===== src/tlx_rsp_cfg.svh =====
/* widths, depths and fixed codes of the TLX response converter
   included by the package and by every RTL block that needs a constant */
`ifndef TLX_RSP_CFG_SVH
`define TLX_RSP_CFG_SVH

// ------------------------------
// bus widths
`define TLX_DATA_W        512
`define TLX_TAG_W         16

// fifo address widths, depth is 2**aw
`define INFO_FIFO_AW      5
`define DPDL_FIFO_AW      5
`define DATA_FIFO_AW      4

// ------------------------------
// response codes
`define OPC_READ_RESP     8'h04
// interrupt responses come back on this tag
`define INTR_TAG          16'hC000

// ------------------------------
// credit handling
`define RSP_INIT_CREDIT   7
// lane fifo level above which credit is held back
`define DATA_FIFO_HOLD    5

`endif


===== src/tlx_rsp_pkg.sv =====
/* record types shared by the TLX response converter blocks
   import into a module body, use scoped names in port lists */
`include "tlx_rsp_cfg.svh"

package tlx_rsp_pkg;

   // ------------------------------
   // fifo fill level
   // wide enough for any depth used in this design
   typedef logic [7:0] cnt_t;

   // ------------------------------
   // one response as stored in an info fifo
   // dp sits on top, tag at the bottom, 32 bits in all
   typedef struct packed {
      logic [1:0]             dp;
      logic [1:0]             dl;
      logic [3:0]             code;
      logic [7:0]             opcode;
      logic [`TLX_TAG_W-1:0]  tag;
   } rsp_info_t;

   // ------------------------------
   // bookkeeping for one expected data beat
   // dp picks the lane, dl is the response length
   typedef struct packed {
      logic [1:0] dp;
      logic [1:0] dl;
   } dpdl_t;

   // ------------------------------
   // one 64 byte beat on its way through a lane fifo
   typedef struct packed {
      logic                   bdi;
      logic [`TLX_DATA_W-1:0] data;
   } lane_t;

endpackage


===== src/rsp_fifo.sv =====
/* single clock FIFO with a registered read port
   payload type and depth are set per instance, a write into a full FIFO is dropped */
`timescale 1ns/1ps

module rsp_fifo #(
   parameter type T  = logic [31:0],
   parameter int  AW = 5
) (
   input  logic               clk_tlx,
   input  logic               rst_n,
   input  logic               wr_en,
   input  T                   din,
   input  logic               rd_en,
   output T                   dout,
   output logic               valid,
   output tlx_rsp_pkg::cnt_t  count,
   output logic               empty,
   output logic               overflow
);
   import tlx_rsp_pkg::*;

   localparam logic [AW:0] FULL = {1'b1, {AW{1'b0}}};

   T              mem [2**AW];
   logic [AW-1:0] wr_ptr;
   logic [AW-1:0] rd_ptr;
   logic [AW:0]   fill;
   logic          do_wr;
   logic          do_rd;

   // a read of an empty buffer is ignored, a write into a full one is lost
   assign do_wr    = wr_en && (fill != FULL);
   assign do_rd    = rd_en && (fill != '0);
   assign empty    = (fill == '0);
   assign overflow = wr_en && !do_wr;
   assign count    = cnt_t'(fill);

   // storage and read data
   always_ff @(posedge clk_tlx)
   begin
      if (do_wr)
         mem[wr_ptr] <= din;
      if (do_rd)
         dout <= mem[rd_ptr];
   end

   // pointers and fill level
   always_ff @(posedge clk_tlx or negedge rst_n)
   begin
      if (!rst_n)
      begin
         wr_ptr <= '0;
         rd_ptr <= '0;
         fill   <= '0;
         valid  <= 1'b0;
      end
      else
      begin
         if (do_wr)
            wr_ptr <= wr_ptr + 1'b1;
         if (do_rd)
            rd_ptr <= rd_ptr + 1'b1;
         // both at once leaves the level alone
         if (do_wr && !do_rd)
            fill <= fill + 1'b1;
         else if (do_rd && !do_wr)
            fill <= fill - 1'b1;
         // dout is good the cycle after the read
         valid <= do_rd;
      end
   end

endmodule


===== src/rsp_router.sv =====
/* sorts TLX responses by tag into the write and read info FIFOs
   the read FIFO output is split again into read and interrupt channels */
`timescale 1ns/1ps
`include "tlx_rsp_cfg.svh"

module rsp_router (
   input  logic                  clk_tlx,
   input  logic                  rst_n,
   // response from the TLX
   input  logic                  resp_valid,
   input  logic [`TLX_TAG_W-1:0] resp_afutag,
   input  logic [7:0]            resp_opcode,
   input  logic [3:0]            resp_code,
   input  logic [1:0]            resp_dl,
   input  logic [1:0]            resp_dp,
   // write channel
   output logic                  w_rsp_valid,
   output logic [`TLX_TAG_W-1:0] w_rsp_afutag,
   output logic [7:0]            w_rsp_opcode,
   output logic [3:0]            w_rsp_code,
   output logic [1:0]            w_rsp_dl,
   output logic [1:0]            w_rsp_dp,
   // read channel
   output logic                  r_rsp_valid,
   output logic [`TLX_TAG_W-1:0] r_rsp_afutag,
   output logic [7:0]            r_rsp_opcode,
   output logic [3:0]            r_rsp_code,
   output logic [1:0]            r_rsp_dl,
   output logic [1:0]            r_rsp_dp,
   // interrupt channel
   output logic                  i_rsp_valid,
   output logic [`TLX_TAG_W-1:0] i_rsp_afutag,
   output logic [7:0]            i_rsp_opcode,
   output logic [3:0]            i_rsp_code,
   // fill levels and faults
   output tlx_rsp_pkg::cnt_t     rd_info_count,
   output tlx_rsp_pkg::cnt_t     wr_info_count,
   output logic                  rd_info_ovfl,
   output logic                  wr_info_ovfl
);
   import tlx_rsp_pkg::*;

   rsp_info_t info_q;
   rsp_info_t rd_dout;
   rsp_info_t wr_dout;
   logic      rd_wr_en;
   logic      wr_wr_en;
   logic      rd_empty;
   logic      wr_empty;
   logic      rd_valid;
   logic      wr_valid;
   logic      is_intr;

   // ------------------------------
   // input stage
   // tag bit 15 marks a read or interrupt response
   always_ff @(posedge clk_tlx or negedge rst_n)
   begin
      if (!rst_n)
      begin
         rd_wr_en <= 1'b0;
         wr_wr_en <= 1'b0;
      end
      else
      begin
         rd_wr_en <= resp_valid && resp_afutag[15];
         wr_wr_en <= resp_valid && !resp_afutag[15];
      end
   end

   // one record serves both fifos, only one of them writes it
   always_ff @(posedge clk_tlx)
   begin
      info_q <= {resp_dp, resp_dl, resp_code, resp_opcode, resp_afutag};
   end

   // ------------------------------
   // info fifos, drained whenever they hold something
   rsp_fifo #(.T(rsp_info_t), .AW(`INFO_FIFO_AW)) u_rd_info (
      .clk_tlx (clk_tlx),
      .rst_n   (rst_n),
      .wr_en   (rd_wr_en),
      .din     (info_q),
      .rd_en   (!rd_empty),
      .dout    (rd_dout),
      .valid   (rd_valid),
      .count   (rd_info_count),
      .empty   (rd_empty),
      .overflow(rd_info_ovfl)
   );

   rsp_fifo #(.T(rsp_info_t), .AW(`INFO_FIFO_AW)) u_wr_info (
      .clk_tlx (clk_tlx),
      .rst_n   (rst_n),
      .wr_en   (wr_wr_en),
      .din     (info_q),
      .rd_en   (!wr_empty),
      .dout    (wr_dout),
      .valid   (wr_valid),
      .count   (wr_info_count),
      .empty   (wr_empty),
      .overflow(wr_info_ovfl)
   );

   // ------------------------------
   // output channels
   assign w_rsp_valid  = wr_valid;
   assign w_rsp_afutag = wr_dout.tag;
   assign w_rsp_opcode = wr_dout.opcode;
   assign w_rsp_code   = wr_dout.code;
   assign w_rsp_dl     = wr_dout.dl;
   assign w_rsp_dp     = wr_dout.dp;

   // the interrupt tag shares the read fifo
   assign is_intr      = (rd_dout.tag == `INTR_TAG);
   assign r_rsp_valid  = rd_valid && !is_intr;
   assign r_rsp_afutag = rd_dout.tag;
   assign r_rsp_opcode = rd_dout.opcode;
   assign r_rsp_code   = rd_dout.code;
   assign r_rsp_dl     = rd_dout.dl;
   assign r_rsp_dp     = rd_dout.dp;

   assign i_rsp_valid  = rd_valid && is_intr;
   assign i_rsp_afutag = rd_dout.tag;
   assign i_rsp_opcode = rd_dout.opcode;
   assign i_rsp_code   = rd_dout.code;

endmodule


===== config.mk =====
export PLATFORM = sky130hd
export DESIGN_NAME = rsp_router
export DESIGN_NICKNAME = d
export VERILOG_FILES = /design/src/tlx_rsp_pkg.sv /design/src/rsp_fifo.sv /design/src/rsp_router.sv
export VERILOG_INCLUDE_DIRS = /design/src /design/src/src
export SDC_FILE = /design/constraint.sdc
export NUM_CORES = 2
export LEC_CHECK = 0
export BUFFER_PORTS_ARGS = -buffer_cell sky130_fd_sc_hd__buf_2
export CORE_ASPECT_RATIO = 0.7
export CORE_MARGIN = 10
export CORE_UTILIZATION = 40
export DETAILED_ROUTE_END_ITERATION = 10
export SLEW_MARGIN = 20
export SYNTH_ARGS = -nofsm -noshare
export SYNTH_HDL_FRONTEND = slang
export SYNTH_SLANG_ARGS = --single-unit

===== constraint.sdc =====
create_clock -name clk_tlx -period 6.5 [get_ports clk_tlx]
set_clock_uncertainty 0.2 [all_clocks]
set_input_delay 0.325 -clock clk_tlx [delete_from_list [all_inputs] [get_ports clk_tlx]]
set_output_delay 0.325 -clock clk_tlx [all_outputs]
set_load 0.01 [all_outputs]

==> impl_metrics.tcl <==
set metrics [dict create \
    cp.required_ns 6.83 \
    min_period_over_period 0.5712 \
    yosysSeqAreaShare 0.7863 \
    cp-endpoint "u_rd_info.dout[28]" \
    syn_area_um2 82620 \
    setup_viol 0 \
    power_leakage_nw 29.83 \
    ios 148 \
    final_layout_size_suffix_gt1_frac 0.2523 \
    groute.usage.overall 0.1754 \
    cts_tree "built" \
    yosys-mux-area-fraction 0.1363 \
    r2r_cells 6 \
    synthFlopType "edfxtp_1" \
    seq_area_um2 65040 \
    rr_startpoint "u_rd_info.rd_ptr[0]" \
    drtIter0Drc 4680 \
    post-cts-setup-buffers 0 \
    maxSlewViolCount 0 \
    start_util 0.4026 \
    drc_errors 0 \
    synth_xor_area_frac 0.002862 \
    grt_pass1_wl_um 292100 \
    root_buffer "clkbuf_16" \
    ctsResizeCount 0 \
    synthTopCellsByArea "edfxtp_1 (77%), mux4_2 (10%), mux2i_1 (3.1%)" \
    hold_viol 0 \
    ir_drop_mv 0.2881 \
    path_class "flop to flop" \
    nets 4132 \
    use_met3 0.03912 \
    synth_area_leader_cell "edfxtp_1" \
    grt_overflow_total 0 \
    post_drt_wl_per_cell_um 28.97 \
    drtPass1Iterations 5 \
    met1_usage 0.2688 \
    cts_buffers 204 \
    yosysTopAreaCellShare 0.7676 \
    ys.warnings.count 0 \
    clkLatencyLatePin_ns 0.83 \
    grt_use_met2 0.2557 \
    core_area_um2 205200 \
    synth-seq-cells 2180 \
    fmax_ghz 0.2693 \
    final-instance-count-excl-fill 7000 \
    dp.final_hpwl_um 111800 \
    antenna_left 0 \
    io_buffers 143 \
    arrival_ns 4.04 \
    rrSetupSlack_ns 2.79 \
    relSlewSlack 0.2752 \
    tightest_slew_ns 1.085 \
    outcome "finished, final reports clean" \
    chipHeight_um 400.2 \
    cts.path.max_buffers 3 \
    dieArea_um2 225400 \
    rr_endpoint "u_rd_info.dout[28]" \
    grt_max_degree 75 \
    gp_congestion 0.7750 \
    startpoint_type "flop" \
    syn_to_final_growth_pct 13.75 \
    n_fill_cell 17050 \
    busiest_layer "met1" \
    min_path_cells 3 \
    rsz0062_at_grt "no" \
    min_path_type "input pin to flop" \
    p_per_area_nw_per_um2 414.4 \
    synthSimpleGateAreaFrac 0.009556 \
    synth-compound-area-share 0.04069 \
    die_w_um 563.2 \
    cts.sinks 2180 \
    hold_buffers 63 \
    synth_cell_types 55 \
    viasPerCell 5.635 \
    htreeDepth 4 \
    avgSynthCellArea_um2 21.98 \
    drt_wl_total_um 202800 \
    final_cell_mix "edfxtp_1 (2,112), mux4_2 (385), mux2i_1 (254), clkbuf_16 (209), a22oi_1 (186)" \
    dp.cells 6552 \
    synthCells 3759 \
    row_count 139 \
    path_clk_slew_ns 0.06 \
    antenna_found_initial 10 \
    final_common_cell "edfxtp_1" \
    multi_input_area_um2 16470 \
    max_cap_violations 0 \
    synthArstFlopShare 0.01651 \
    endpoint_kind "flop" \
    synth-edff-count 2112 \
    synth_top_family_by_area "multiplexers" \
    grt_pass1_vias 39030 \
    vias 39440 \
    synthAdderAreaFrac 0.003180 \
    final.setup.tns_ns 0 \
    period_minus_slack_ns 3.713 \
    crit_fanout 39 \
    crit_path_start "u_rd_info.rd_ptr[0]" \
]
-- sequential cells by signal (all words and copies together), names as in the netlist --
name,flops
wr_wr_en,1
u_rd_info.valid,1
u_rd_info.mem,1024
u_wr_info.rd_ptr,5
u_wr_info.mem,1024
rd_wr_en,1
u_wr_info.fill,6
u_wr_info.valid,1
u_rd_info.fill,6
info_q,32
u_wr_info.wr_ptr,5
u_rd_info.rd_ptr,5
u_wr_info.dout,32
u_rd_info.wr_ptr,5
u_rd_info.dout,32
-- where the power goes --
part | internal, mW | switching (mW)
Combinational | 4.18 | 5.94
Clock | 6.40 | 5.13
Sequential | 16.3 | 0.971
Total | 26.9 | 12.0
-- how the worst min path moves through the flow --
| stage | startpoint | endpoint | slack (ns) |
|---|---|---|---|
| after global placement | resp_dp[0] | info_q[30] | 0.23 |
| after CTS | resp_valid | rd_wr_en | 0.005 |
| after global routing | resp_code[1] | info_q[25] | 0.05 |
| final | resp_valid | rd_wr_en | 0.07 |
| after floorplan | rst_n | rd_wr_en | -0.17 |
| after detailed placement | resp_opcode[7] | info_q[23] | 0.23 |
-- metal layers --
layer | vias to the layer above | part of all wire | wire length, um
met3 | 270 | 0.081 | 16490
met2 | 1532 | 0.44 | 89810
met5 | - | 0 | 0
met4 | 0 | 0.021 | 4240
li1 | 16510 | - | -
met1 | 21140 | 0.45 | 92260
-- worst max-delay path, cell delays in order (launching register included) --
cell and delay, ns:
dfrtp_4 1.01, buf_4 0.57, buf_4 0.42, mux2i_1 0.28
o221ai_1 0.14, a21oi_1 0.45, a22oi_1 0.24
-- cell usage after synthesis, types with 13 or more instances --
master and number:
a21oi_1 128, a22oi_1 186, buf_12 14, buf_2 45
buf_4 58, buf_6 18, clkbuf_1 84, dfrtp_1 36
dfxtp_1 32, edfxtp_1 2112, ha_1 21, inv_1 16
mux2i_1 254, mux4_2 385, nand2_1 25, nor2_1 75
o21ai_0 13, o221ai_1 124, xnor2_1 22
-- cell type report --
type                            count  area share
Clock buffer                      258     0.05814
Antenna cell                        6   0.0001598
Multi-Input combinational cell   1325      0.1752
Sequential cell                  2180      0.6920
Clock inverter                    117    0.009466
Timing Repair Buffer              349     0.02775
Inverter                           16   0.0006391
Tap cell                         2749     0.03660
-- logic make-up (layout without fill, tap and decap cells) --
kind of cell,Yosys count,count (layout)
AO/OA/AOI/OAI,471,471
XOR/XNOR,27,27
adder cells (fa/ha/maj),21,21
buffers and inverters,257,740
flip-flops,2180,2180
multiplexers,642,642
other,1,10
AND/OR/NAND/NOR,160,160
-- per-stage QoR --
stage	total power [mW]	setup slack (ns)	instance area, um2	hold slack [ns]	utilization
floorplan	24.34	2.740	82630	-0.1706	-
global placement	27.76	2.760	86810	0.2287	0.4230
detailed placement	27.83	2.726	86890	0.2286	0.4234
CTS	39.33	2.705	93870	0.004823	0.4574
global route	40.49	2.527	93970	0.04831	0.4579
finish	38.94	2.787	93980	0.07176	0.4579
Note: power is estimated with default switching activity, not from simulation.
