[src/tlx_rsp_cfg.svh]
/* widths, depths and fixed codes of the TLX response converter
   included by the package and by every RTL block that needs a constant */
`ifndef TLX_RSP_CFG_SVH
`define TLX_RSP_CFG_SVH

// ------------------------------
// bus widths
`define TLX_DATA_W        512
`define TLX_TAG_W         16

// fifo address widths, depth is 2**aw
`define INFO_FIFO_AW      5
`define DPDL_FIFO_AW      5
`define DATA_FIFO_AW      4

// ------------------------------
// response codes
`define OPC_READ_RESP     8'h04
// interrupt responses come back on this tag
`define INTR_TAG          16'hC000

// ------------------------------
// credit handling
`define RSP_INIT_CREDIT   7
// lane fifo level above which credit is held back
`define DATA_FIFO_HOLD    5

`endif

[src/tlx_rsp_pkg.sv]
/* record types shared by the TLX response converter blocks
   import into a module body, use scoped names in port lists */
`include "tlx_rsp_cfg.svh"

package tlx_rsp_pkg;

   // ------------------------------
   // fifo fill level
   // wide enough for any depth used in this design
   typedef logic [7:0] cnt_t;

   // ------------------------------
   // one response as stored in an info fifo
   // dp sits on top, tag at the bottom, 32 bits in all
   typedef struct packed {
      logic [1:0]             dp;
      logic [1:0]             dl;
      logic [3:0]             code;
      logic [7:0]             opcode;
      logic [`TLX_TAG_W-1:0]  tag;
   } rsp_info_t;

   // ------------------------------
   // bookkeeping for one expected data beat
   // dp picks the lane, dl is the response length
   typedef struct packed {
      logic [1:0] dp;
      logic [1:0] dl;
   } dpdl_t;

   // ------------------------------
   // one 64 byte beat on its way through a lane fifo
   typedef struct packed {
      logic                   bdi;
      logic [`TLX_DATA_W-1:0] data;
   } lane_t;

endpackage

[src/rsp_credit_ctrl.sv]
/* returns one response credit to the TLX for each response taken
   credit is held back while the info FIFOs or the even lane FIFO fill up */
`timescale 1ns/1ps
`include "tlx_rsp_cfg.svh"

module rsp_credit_ctrl (
   input  logic               clk_tlx,
   input  logic               rst_n,
   input  logic               resp_valid,
   input  tlx_rsp_pkg::cnt_t  rd_info_count,
   input  tlx_rsp_pkg::cnt_t  wr_info_count,
   input  tlx_rsp_pkg::cnt_t  lane_count,
   output logic               resp_credit
);
   import tlx_rsp_pkg::*;

   // info fifos count as filling from half depth on
   localparam cnt_t INFO_HALF = cnt_t'(2 ** (`INFO_FIFO_AW - 1));
   localparam cnt_t LANE_HOLD = cnt_t'(`DATA_FIFO_HOLD);

   cnt_t unret;
   logic hold;

   assign hold = (rd_info_count >= INFO_HALF) || (wr_info_count >= INFO_HALF)
               || (lane_count > LANE_HOLD);

   // ------------------------------
   // responses taken but not yet paid back
   always_ff @(posedge clk_tlx or negedge rst_n)
   begin
      if (!rst_n)
         unret <= '0;
      else if (resp_valid && !resp_credit)
         unret <= unret + 1'b1;
      else if (!resp_valid && resp_credit)
         unret <= unret - 1'b1;
   end

   // ------------------------------
   // credit pulse
   // with only one left, skip the cycle after a pulse so the last one is not paid twice
   always_ff @(posedge clk_tlx or negedge rst_n)
   begin
      if (!rst_n)
         resp_credit <= 1'b0;
      else if (hold)
         resp_credit <= 1'b0;
      else
         resp_credit <= (unret > cnt_t'(1)) || ((unret == cnt_t'(1)) && !resp_credit);
   end

endmodule

[config.mk]
export PLATFORM = sky130hd
export DESIGN_NAME = rsp_credit_ctrl
export DESIGN_NICKNAME = d
export VERILOG_FILES = /design/src/tlx_rsp_pkg.sv /design/src/rsp_credit_ctrl.sv
export VERILOG_INCLUDE_DIRS = /design/src /design/src/src
export SDC_FILE = /design/constraint.sdc
export NUM_CORES = 1
export LEC_CHECK = 0
export BUFFER_PORTS_ARGS = -buffer_cell sky130_fd_sc_hd__buf_2
export CORE_UTILIZATION = 39
export CTS_CLUSTER_SIZE = 14
export DETAILED_ROUTE_END_ITERATION = 10
export PLACE_DENSITY = 0.75
export RECOVER_POWER = 100
export SYNTH_ARGS = -nofsm -noshare
export SYNTH_HDL_FRONTEND = slang
export SYNTH_SLANG_ARGS = --single-unit
[constraint.sdc]
create_clock -name clk_tlx -period 1.7 [get_ports clk_tlx]
set_clock_uncertainty 0.2 [all_clocks]
set_input_delay 0.34 -clock clk_tlx [delete_from_list [all_inputs] [get_ports clk_tlx]]
set_output_delay 0.34 -clock clk_tlx [all_outputs]
set_load 0.05 [all_outputs]
==> qor.yml, run 1 <==
final_cell_mix: "16 x buf_2, 10 x buf_4, 8 x dfrtp_1"
synth_enable_flop_cells: 0
p_leak_nw: 0.394
antenna_found_initial: 0
synth-async-reset-ratio_pct: 100
wire_per_inst_microns: 13.3
die_height_microns: 40.6
fillers: 110
syn_inst: 58
period_share_pct: 101
coreArea_sq_mm: 0.00135
slowest_delay_ns: 0.43
cp_max_fo: 4
cts_buffers: 3
layout_commonest_cell: "buf_2"
min_from: "wr_info_count[5]"
rr_worst_depth: 6
wl_microns: 1420
overflow: 0
grt_pass1_wl_microns: 1860
clkLatencyLatePin_ns: 0.27
drtIter0Drc: 6
period_needed_ns: 1.72
diodes: 0
gp_congestion: 0.799
synth_top_area_share_pct: 38.7
drtPass1Iterations: 3
final-hold-violation-count: 0
critPathRequiredTime_ns: 1.65
clk_path_buf_depth: 2
vias: 558
drive_above_1_share_pct: 46.7
failed_checks: "negative setup slack"
power.density_mw_per_mm2: 1420
die-area_sq_mm: 0.00165
finalPower_w: 0.00122
yosys.area.top_type: "dfrtp_1"
synthTopCellsByArea: "dfrtp_1 39%, ha_1 8.6%, xor2_1 7.5%"
critPathCaptureType: "flip-flop"
synth_area_per_cell_sq_um: 10.0
r2r_setup_slack_ns: -0.02
dpl_cell_area_sq_um: 754
timing.fmax_mhz: 580
cp-start-kind: "flip-flop"
critical_path_arrival_ns: 1.68
ys_ff_latch: 9
worstPathCellList: "inv_2, ha_4, or4_4, a21oi_4, nand3_2, xnor2_1"
crit_family: "simple AND/OR/NAND/NOR gates"
final.setup.tns_ns: -0.0279
dieWidth_microns: 40.6
areaGrowthSynthToFinish_pct: 46.9
max-slew-margin-rel_pct: 65.1
clock_sinks: 9
antenna_left: 0
ys_types: 28
maxSlewViolCount: 0
worst_slack_ns: -0.0229
finalHoldWorstSlack_ns: 0.125
stdcell_area_sq_um: 855
grt_max_degree: 10
ir_drop_mv: 0.896
worstHoldEndpoint: "resp_credit$_DFF_PN0_"
io-pin-count: 28
nets: 124
grt_pass1_vias: 459
r2r-start: "resp_credit$_DFF_PN0_"
worstMarginPinSlew_ns: 0.524
yosys_warnings: 0
ys_seq_area_share_pct: 38.7
path_class: "reg2reg"
synthesis.nets: 89
cts-root-buf: "clkbuf_4"
port_buffers: 18
synth.cell_area_sq_um: 582
rsz0062_at_grt: "yes"
setup_viol: 2
min_path_type: "in2reg"
crit_buf_inv: 1
initial_core_util_pct: 43.1
rows: 13
vias_per_cell: 5.21
grtUsageTotal_pct: 18.1
r2r-end: "unret[7]$_DFFE_PN0P_"
critPathSlowestCell: "or4_4"
cap_violations: 0
status: "finished, violations left"
min_path_cells: 4
cts_tree: "done"
drc: 0
htreeDepth: 1
clk_pin_slew_ns: 0.07
synth_ff_type: "dfrtp_1"
routing by layer:
layer | vias up | track usage, % | part of all wire (%)
li1 | 280 | - | -
met1 | 247 | 19.7 | 40
met2 | 25 | 31.3 | 49
met3 | 6 | 8.15 | 6.9
met4 | 0 | 5.00 | 3.7
met5 | - | 0 | 0
cells in the mapped netlist, drive strengths merged, types with 2 or more instances:
cell    n
xnor2   3
nand4   2
or4     2
dfrtp   9
clkbuf  2
ha      4
a21oi   2
nor4    3
nand2   3
inv     3
mux2i   2
nor2    2
nor3    2
nand3   4
o21ai   3
xor2    5
worst reg2reg max path: stages, from the launching register on:
cell     delay (ns)
dfrtp_2        0.36
inv_2          0.04
ha_4           0.16
or4_4          0.43
a21oi_4        0.19
nand3_2        0.09
xnor2_1        0.13
report_power, final:
group	internal [W]	total, W	switching [W]
Sequential	0.000314	0.000398	0.0000837
Clock	0.0000906	0.000169	0.0000780
Combinational	0.000351	0.000650	0.000299
Total	0.000756	0.00122	0.000461
worst max-delay path by stage:
stage                           from              endpoint  depth (start not counted)
4_1_cts        resp_credit$_DFF_PN0_  unret[7]$_DFFE_PN0P_                          6
3_3_place_gp              resp_valid  unret[7]$_DFFE_PN0P_                          6
2_1_floorplan  resp_credit$_DFF_PN0_  unret[7]$_DFFE_PN0P_                          6
5_1_grt        resp_credit$_DFF_PN0_  unret[3]$_DFFE_PN0P_                          6
6_report       resp_credit$_DFF_PN0_  unret[7]$_DFFE_PN0P_                          6
3_5_place_dp              resp_valid  unret[7]$_DFFE_PN0P_                          6
kinds of logic (layout without fill, tap and decap cells):
| kind of cell | after synthesis | after routing | synth area share, % |
|---|---|---|---|
| adder cells (fa/ha/maj) | 4 | 4 | 8.60 |
| buffers and inverters | 5 | 39 | 3.23 |
| AND/OR/NAND/NOR | 22 | 22 | 22.4 |
| flip-flops | 9 | 9 | 38.7 |
| XOR/XNOR | 8 | 8 | 12.0 |
| multiplexers | 2 | 2 | 3.44 |
| AO/OA/AOI/OAI | 8 | 8 | 11.6 |
layout make-up:
| type | count | area [sq um] | area share (%) |
|---|---|---|---|
| clock buffer | 4 | 26.3 | 3.07 |
| inverter | 3 | 11.3 | 1.32 |
| multi-input combinational | 44 | 368 | 43.0 |
| sequential | 9 | 226 | 26.5 |
| tap | 15 | 18.8 | 2.20 |
| timing repair buffer | 32 | 204 | 23.9 |
state kept, by name (all words and copies together) (netlist names):
register     count
resp_credit      1
unret            8
metrics by stage:
step	instances	setup WS [ns]	util [%]
after floorplan	58	-0.146	-
after global placement	98	-0.107	55.9
after detailed placement	98	-0.129	55.9
after CTS	104	-0.0459	59.9
after global routing	107	-0.0890	63.3
final	107	-0.0229	63.3
what timing repair did:
item | 4_1_cts | 5_1_grt
cloned | 0 | 0
hold endpoints to repair | 9 | 0
pin swaps | 2 | 4
setup endpoints to repair | 2 | 5
gates resized for setup | 1 | 7
hold buffers | 1 | 0
setup buffers | 1 | 3
(Power assumes the default switching activity.)
==> inputs of run 2 (changes only) <==
--- a/config.mk
+++ b/config.mk
@@ -6,11 +6,12 @@
 export SDC_FILE = /design/constraint.sdc
 export NUM_CORES = 1
 export LEC_CHECK = 0
+export ABC_AREA = 1
 export BUFFER_PORTS_ARGS = -buffer_cell sky130_fd_sc_hd__buf_2
-export CORE_UTILIZATION = 39
+export CORE_UTILIZATION = 42
 export CTS_CLUSTER_SIZE = 14
 export DETAILED_ROUTE_END_ITERATION = 10
-export PLACE_DENSITY = 0.75
+export PLACE_DENSITY = 0.77
 export RECOVER_POWER = 100
 export SYNTH_ARGS = -nofsm -noshare
 export SYNTH_HDL_FRONTEND = slang
==> run 2 against run 1 <==
- critical path depth rose by 5
- global-route usage decreased by 1.2 points
- sequential power grew 7.5%
- count of clock-buffer cells in the layout unchanged
- first-iteration DRC count up 83%
- sequential share of layout area rose by 0.80 points
- total power fell by 14%
- clock power increased by 2%
- largest power group unchanged
- via count is 16% higher
- cell area shrank 2.9%
- non-clock buffer count down 13
- the run now ends clean
- largest cell class unchanged
- flip-flop and latch count unchanged
==> qor.yml, run 2 <==
synth_enable_flop_cells: 0
vias: 646
antenna_found_initial: 0
path_class: "reg2reg"
ys_ff_latch: 9
rsz0062_at_grt: "no"
synth.cell_area_sq_um: 687
synthTopCellsByArea: "dfrtp_1 33%, nand2_1 14%, ha_1 7.3%"
critPathCaptureType: "flip-flop"
status: "complete, no violations"
critPathRequiredTime_ns: 1.66
final_cell_mix: "25 x nand2_1, 16 x buf_2, 12 x inv_1"
synth_area_per_cell_sq_um: 7.08
seq_area_sq_um: 226
period_needed_ns: 1.56
maxSlewViolCount: 0
dieWidth_microns: 42.4
pre_cts_ws_ns: 0.0938
placed_cells: 130
yosys.area.top_type: "dfrtp_1"
rr_worst_depth: 11
dp_hpwl_microns: 1010
finalPower_w: 0.00104
clkLatencyLatePin_ns: 0.27
io-pin-count: 28
cp_max_fo: 9
cap_violations: 0
r2r-end: "unret[7]$_DFFE_PN0P_"
ys_types: 22
cts_buffers: 3
antenna_left: 0
r2r-start: "resp_credit$_DFF_PN0_"
synth-async-reset-ratio_pct: 100
cp-startpoint: "resp_credit$_DFF_PN0_"
coreArea_sq_mm: 0.00152
htreeDepth: 1
cts_tree: "done"
critPathCapture: "unret[7]$_DFFE_PN0P_"
min_path_type: "in2reg"
max-slew-margin-rel_pct: 66.7
drc: 0
utilization_pct: 54.4
drtPass1Iterations: 4
wire_per_inst_microns: 9.32
cp-start-kind: "flip-flop"
clk_pin_slew_ns: 0.06
vias_per_cell: 4.79
rows: 14
post_cts_buffers: 0
timing.fmax_mhz: 640
r2r_setup_slack_ns: 0.14
final.setup.tns_ns: 0
p_leak_nw: 0.443
synth_commonest_cells: "25 x nand2_1, 13 x inv_1, 10 x nand3_1, 10 x nor2_1, 9 x dfrtp_1"
top_regs: "unret x8, resp_credit x1"
critical_path_arrival_ns: 1.53
wl_microns: 1260
initial_core_util_pct: 45.1
ir_drop_mv: 0.467
layout.cells.non_filler: 135
diodes: 0
nets: 151
overflow: 0
yosys_warnings: 0
worst_slack_ns: 0.137
areaGrowthSynthToFinish_pct: 20.8
yosysMostFrequentCell: "nand2_1"
regMostFlops: "unret"
grt_pass1_wl_microns: 2190
final-hold-violation-count: 0
synthesis.nets: 128
grt_pass1_vias: 572
ys_seq_area_share_pct: 32.8
grtUsageTotal_pct: 16.9
die-area_sq_mm: 0.00180
period_share_pct: 91.9
power.density_mw_per_mm2: 1260
cts-root-buf: "clkbuf_4"
largest_reg_flops: 8
synth_top_area_share_pct: 32.8
worstMarginPinSlew_ns: 0.500
layout_commonest_cell: "nand2_1"
synth_ff_type: "dfrtp_1"
gp_congestion: 0.763
die_height_microns: 42.4
setup_viol: 0
clock_sinks: 9
drive_above_1_share_pct: 26.1
clk_path_buf_depth: 2
drtIter0Drc: 11
grt_max_degree: 10
syn_inst: 97
fillers: 149
port_buffers: 18
multi_input_comb_area_sq_um: 393
run 2: kinds of logic after synthesis:
group                    after synthesis  synth area share [%]
AO/OA/AOI/OAI                          6                  5.10
flip-flops                             9                  32.8
buffers and inverters                 17                  11.1
AND/OR/NAND/NOR                       57                  38.6
XOR/XNOR                               4                  5.10
adder cells (fa/ha/maj)                4                  7.29
run 2: final cells by class:
cell class / count / share of cell area [%]
multi-input combinational: 71 / 47.4
inverter: 16 / 7.84
timing repair buffer: 19 / 11.9
tap: 16 / 2.41
sequential: 9 / 27.3
clock buffer: 4 / 3.17
run 2: metrics by stage:
step / hold slack (ns) / area (sq um)
floorplan: -0.156 / 701
global placement: 0.00443 / 800
detailed placement: 0.00670 / 800
CTS: 0.0859 / 836
global route: 0.133 / 830
finish: 0.0895 / 830
run 2: critical path, stage by stage, from the launching register on:
cell     delay [ns]
dfrtp_2        0.40
inv_2          0.08
ha_4           0.21
inv_6          0.06
nor2_2         0.08
inv_2          0.05
nand2_4        0.07
inv_2          0.03
nor2_2         0.10
nand2_1        0.07
nand2_1        0.05
nand2_1        0.04
run 2: worst min-delay path by stage:
stage,slack [ns],end,start,depth (start not counted)
floorplan,-0.16,resp_credit$_DFF_PN0_,rst_n,0
global placement,0.004,unret[5]$_DFFE_PN0P_,rst_n,1
detailed placement,0.007,unret[5]$_DFFE_PN0P_,rst_n,1
CTS,0.09,resp_credit$_DFF_PN0_,wr_info_count[6],4
global route,0.13,resp_credit$_DFF_PN0_,wr_info_count[7],4
finish,0.09,resp_credit$_DFF_PN0_,wr_info_count[6],4
run 2: report_power, final:
| group | total, W | internal [W] | switching, W |
|---|---|---|---|
| sequential | 0.000428 | 0.000308 | 0.000120 |
| combinational | 0.000441 | 0.000188 | 0.000252 |
| clock | 0.000173 | 0.0000909 | 0.0000825 |
| total | 0.00104 | 0.000587 | 0.000455 |
run 2: what timing repair did:
item                                    4_1_cts  5_1_grt
hold endpoints to repair                      9        0
hold buffers                                  1        0
gates resized for setup                       0        1
endpoints found under the setup margin        0        2
run 2: layer usage:
layer | part of all wire (%) | GRT usage, % | up-vias
met1 | 46 | 19.0 | 265
met4 | 3.7 | 11.3 | 0
met3 | 5.3 | 3.88 | 5
li1 | - | - | 351
met5 | 0 | 0 | -
met2 | 45 | 28.0 | 25
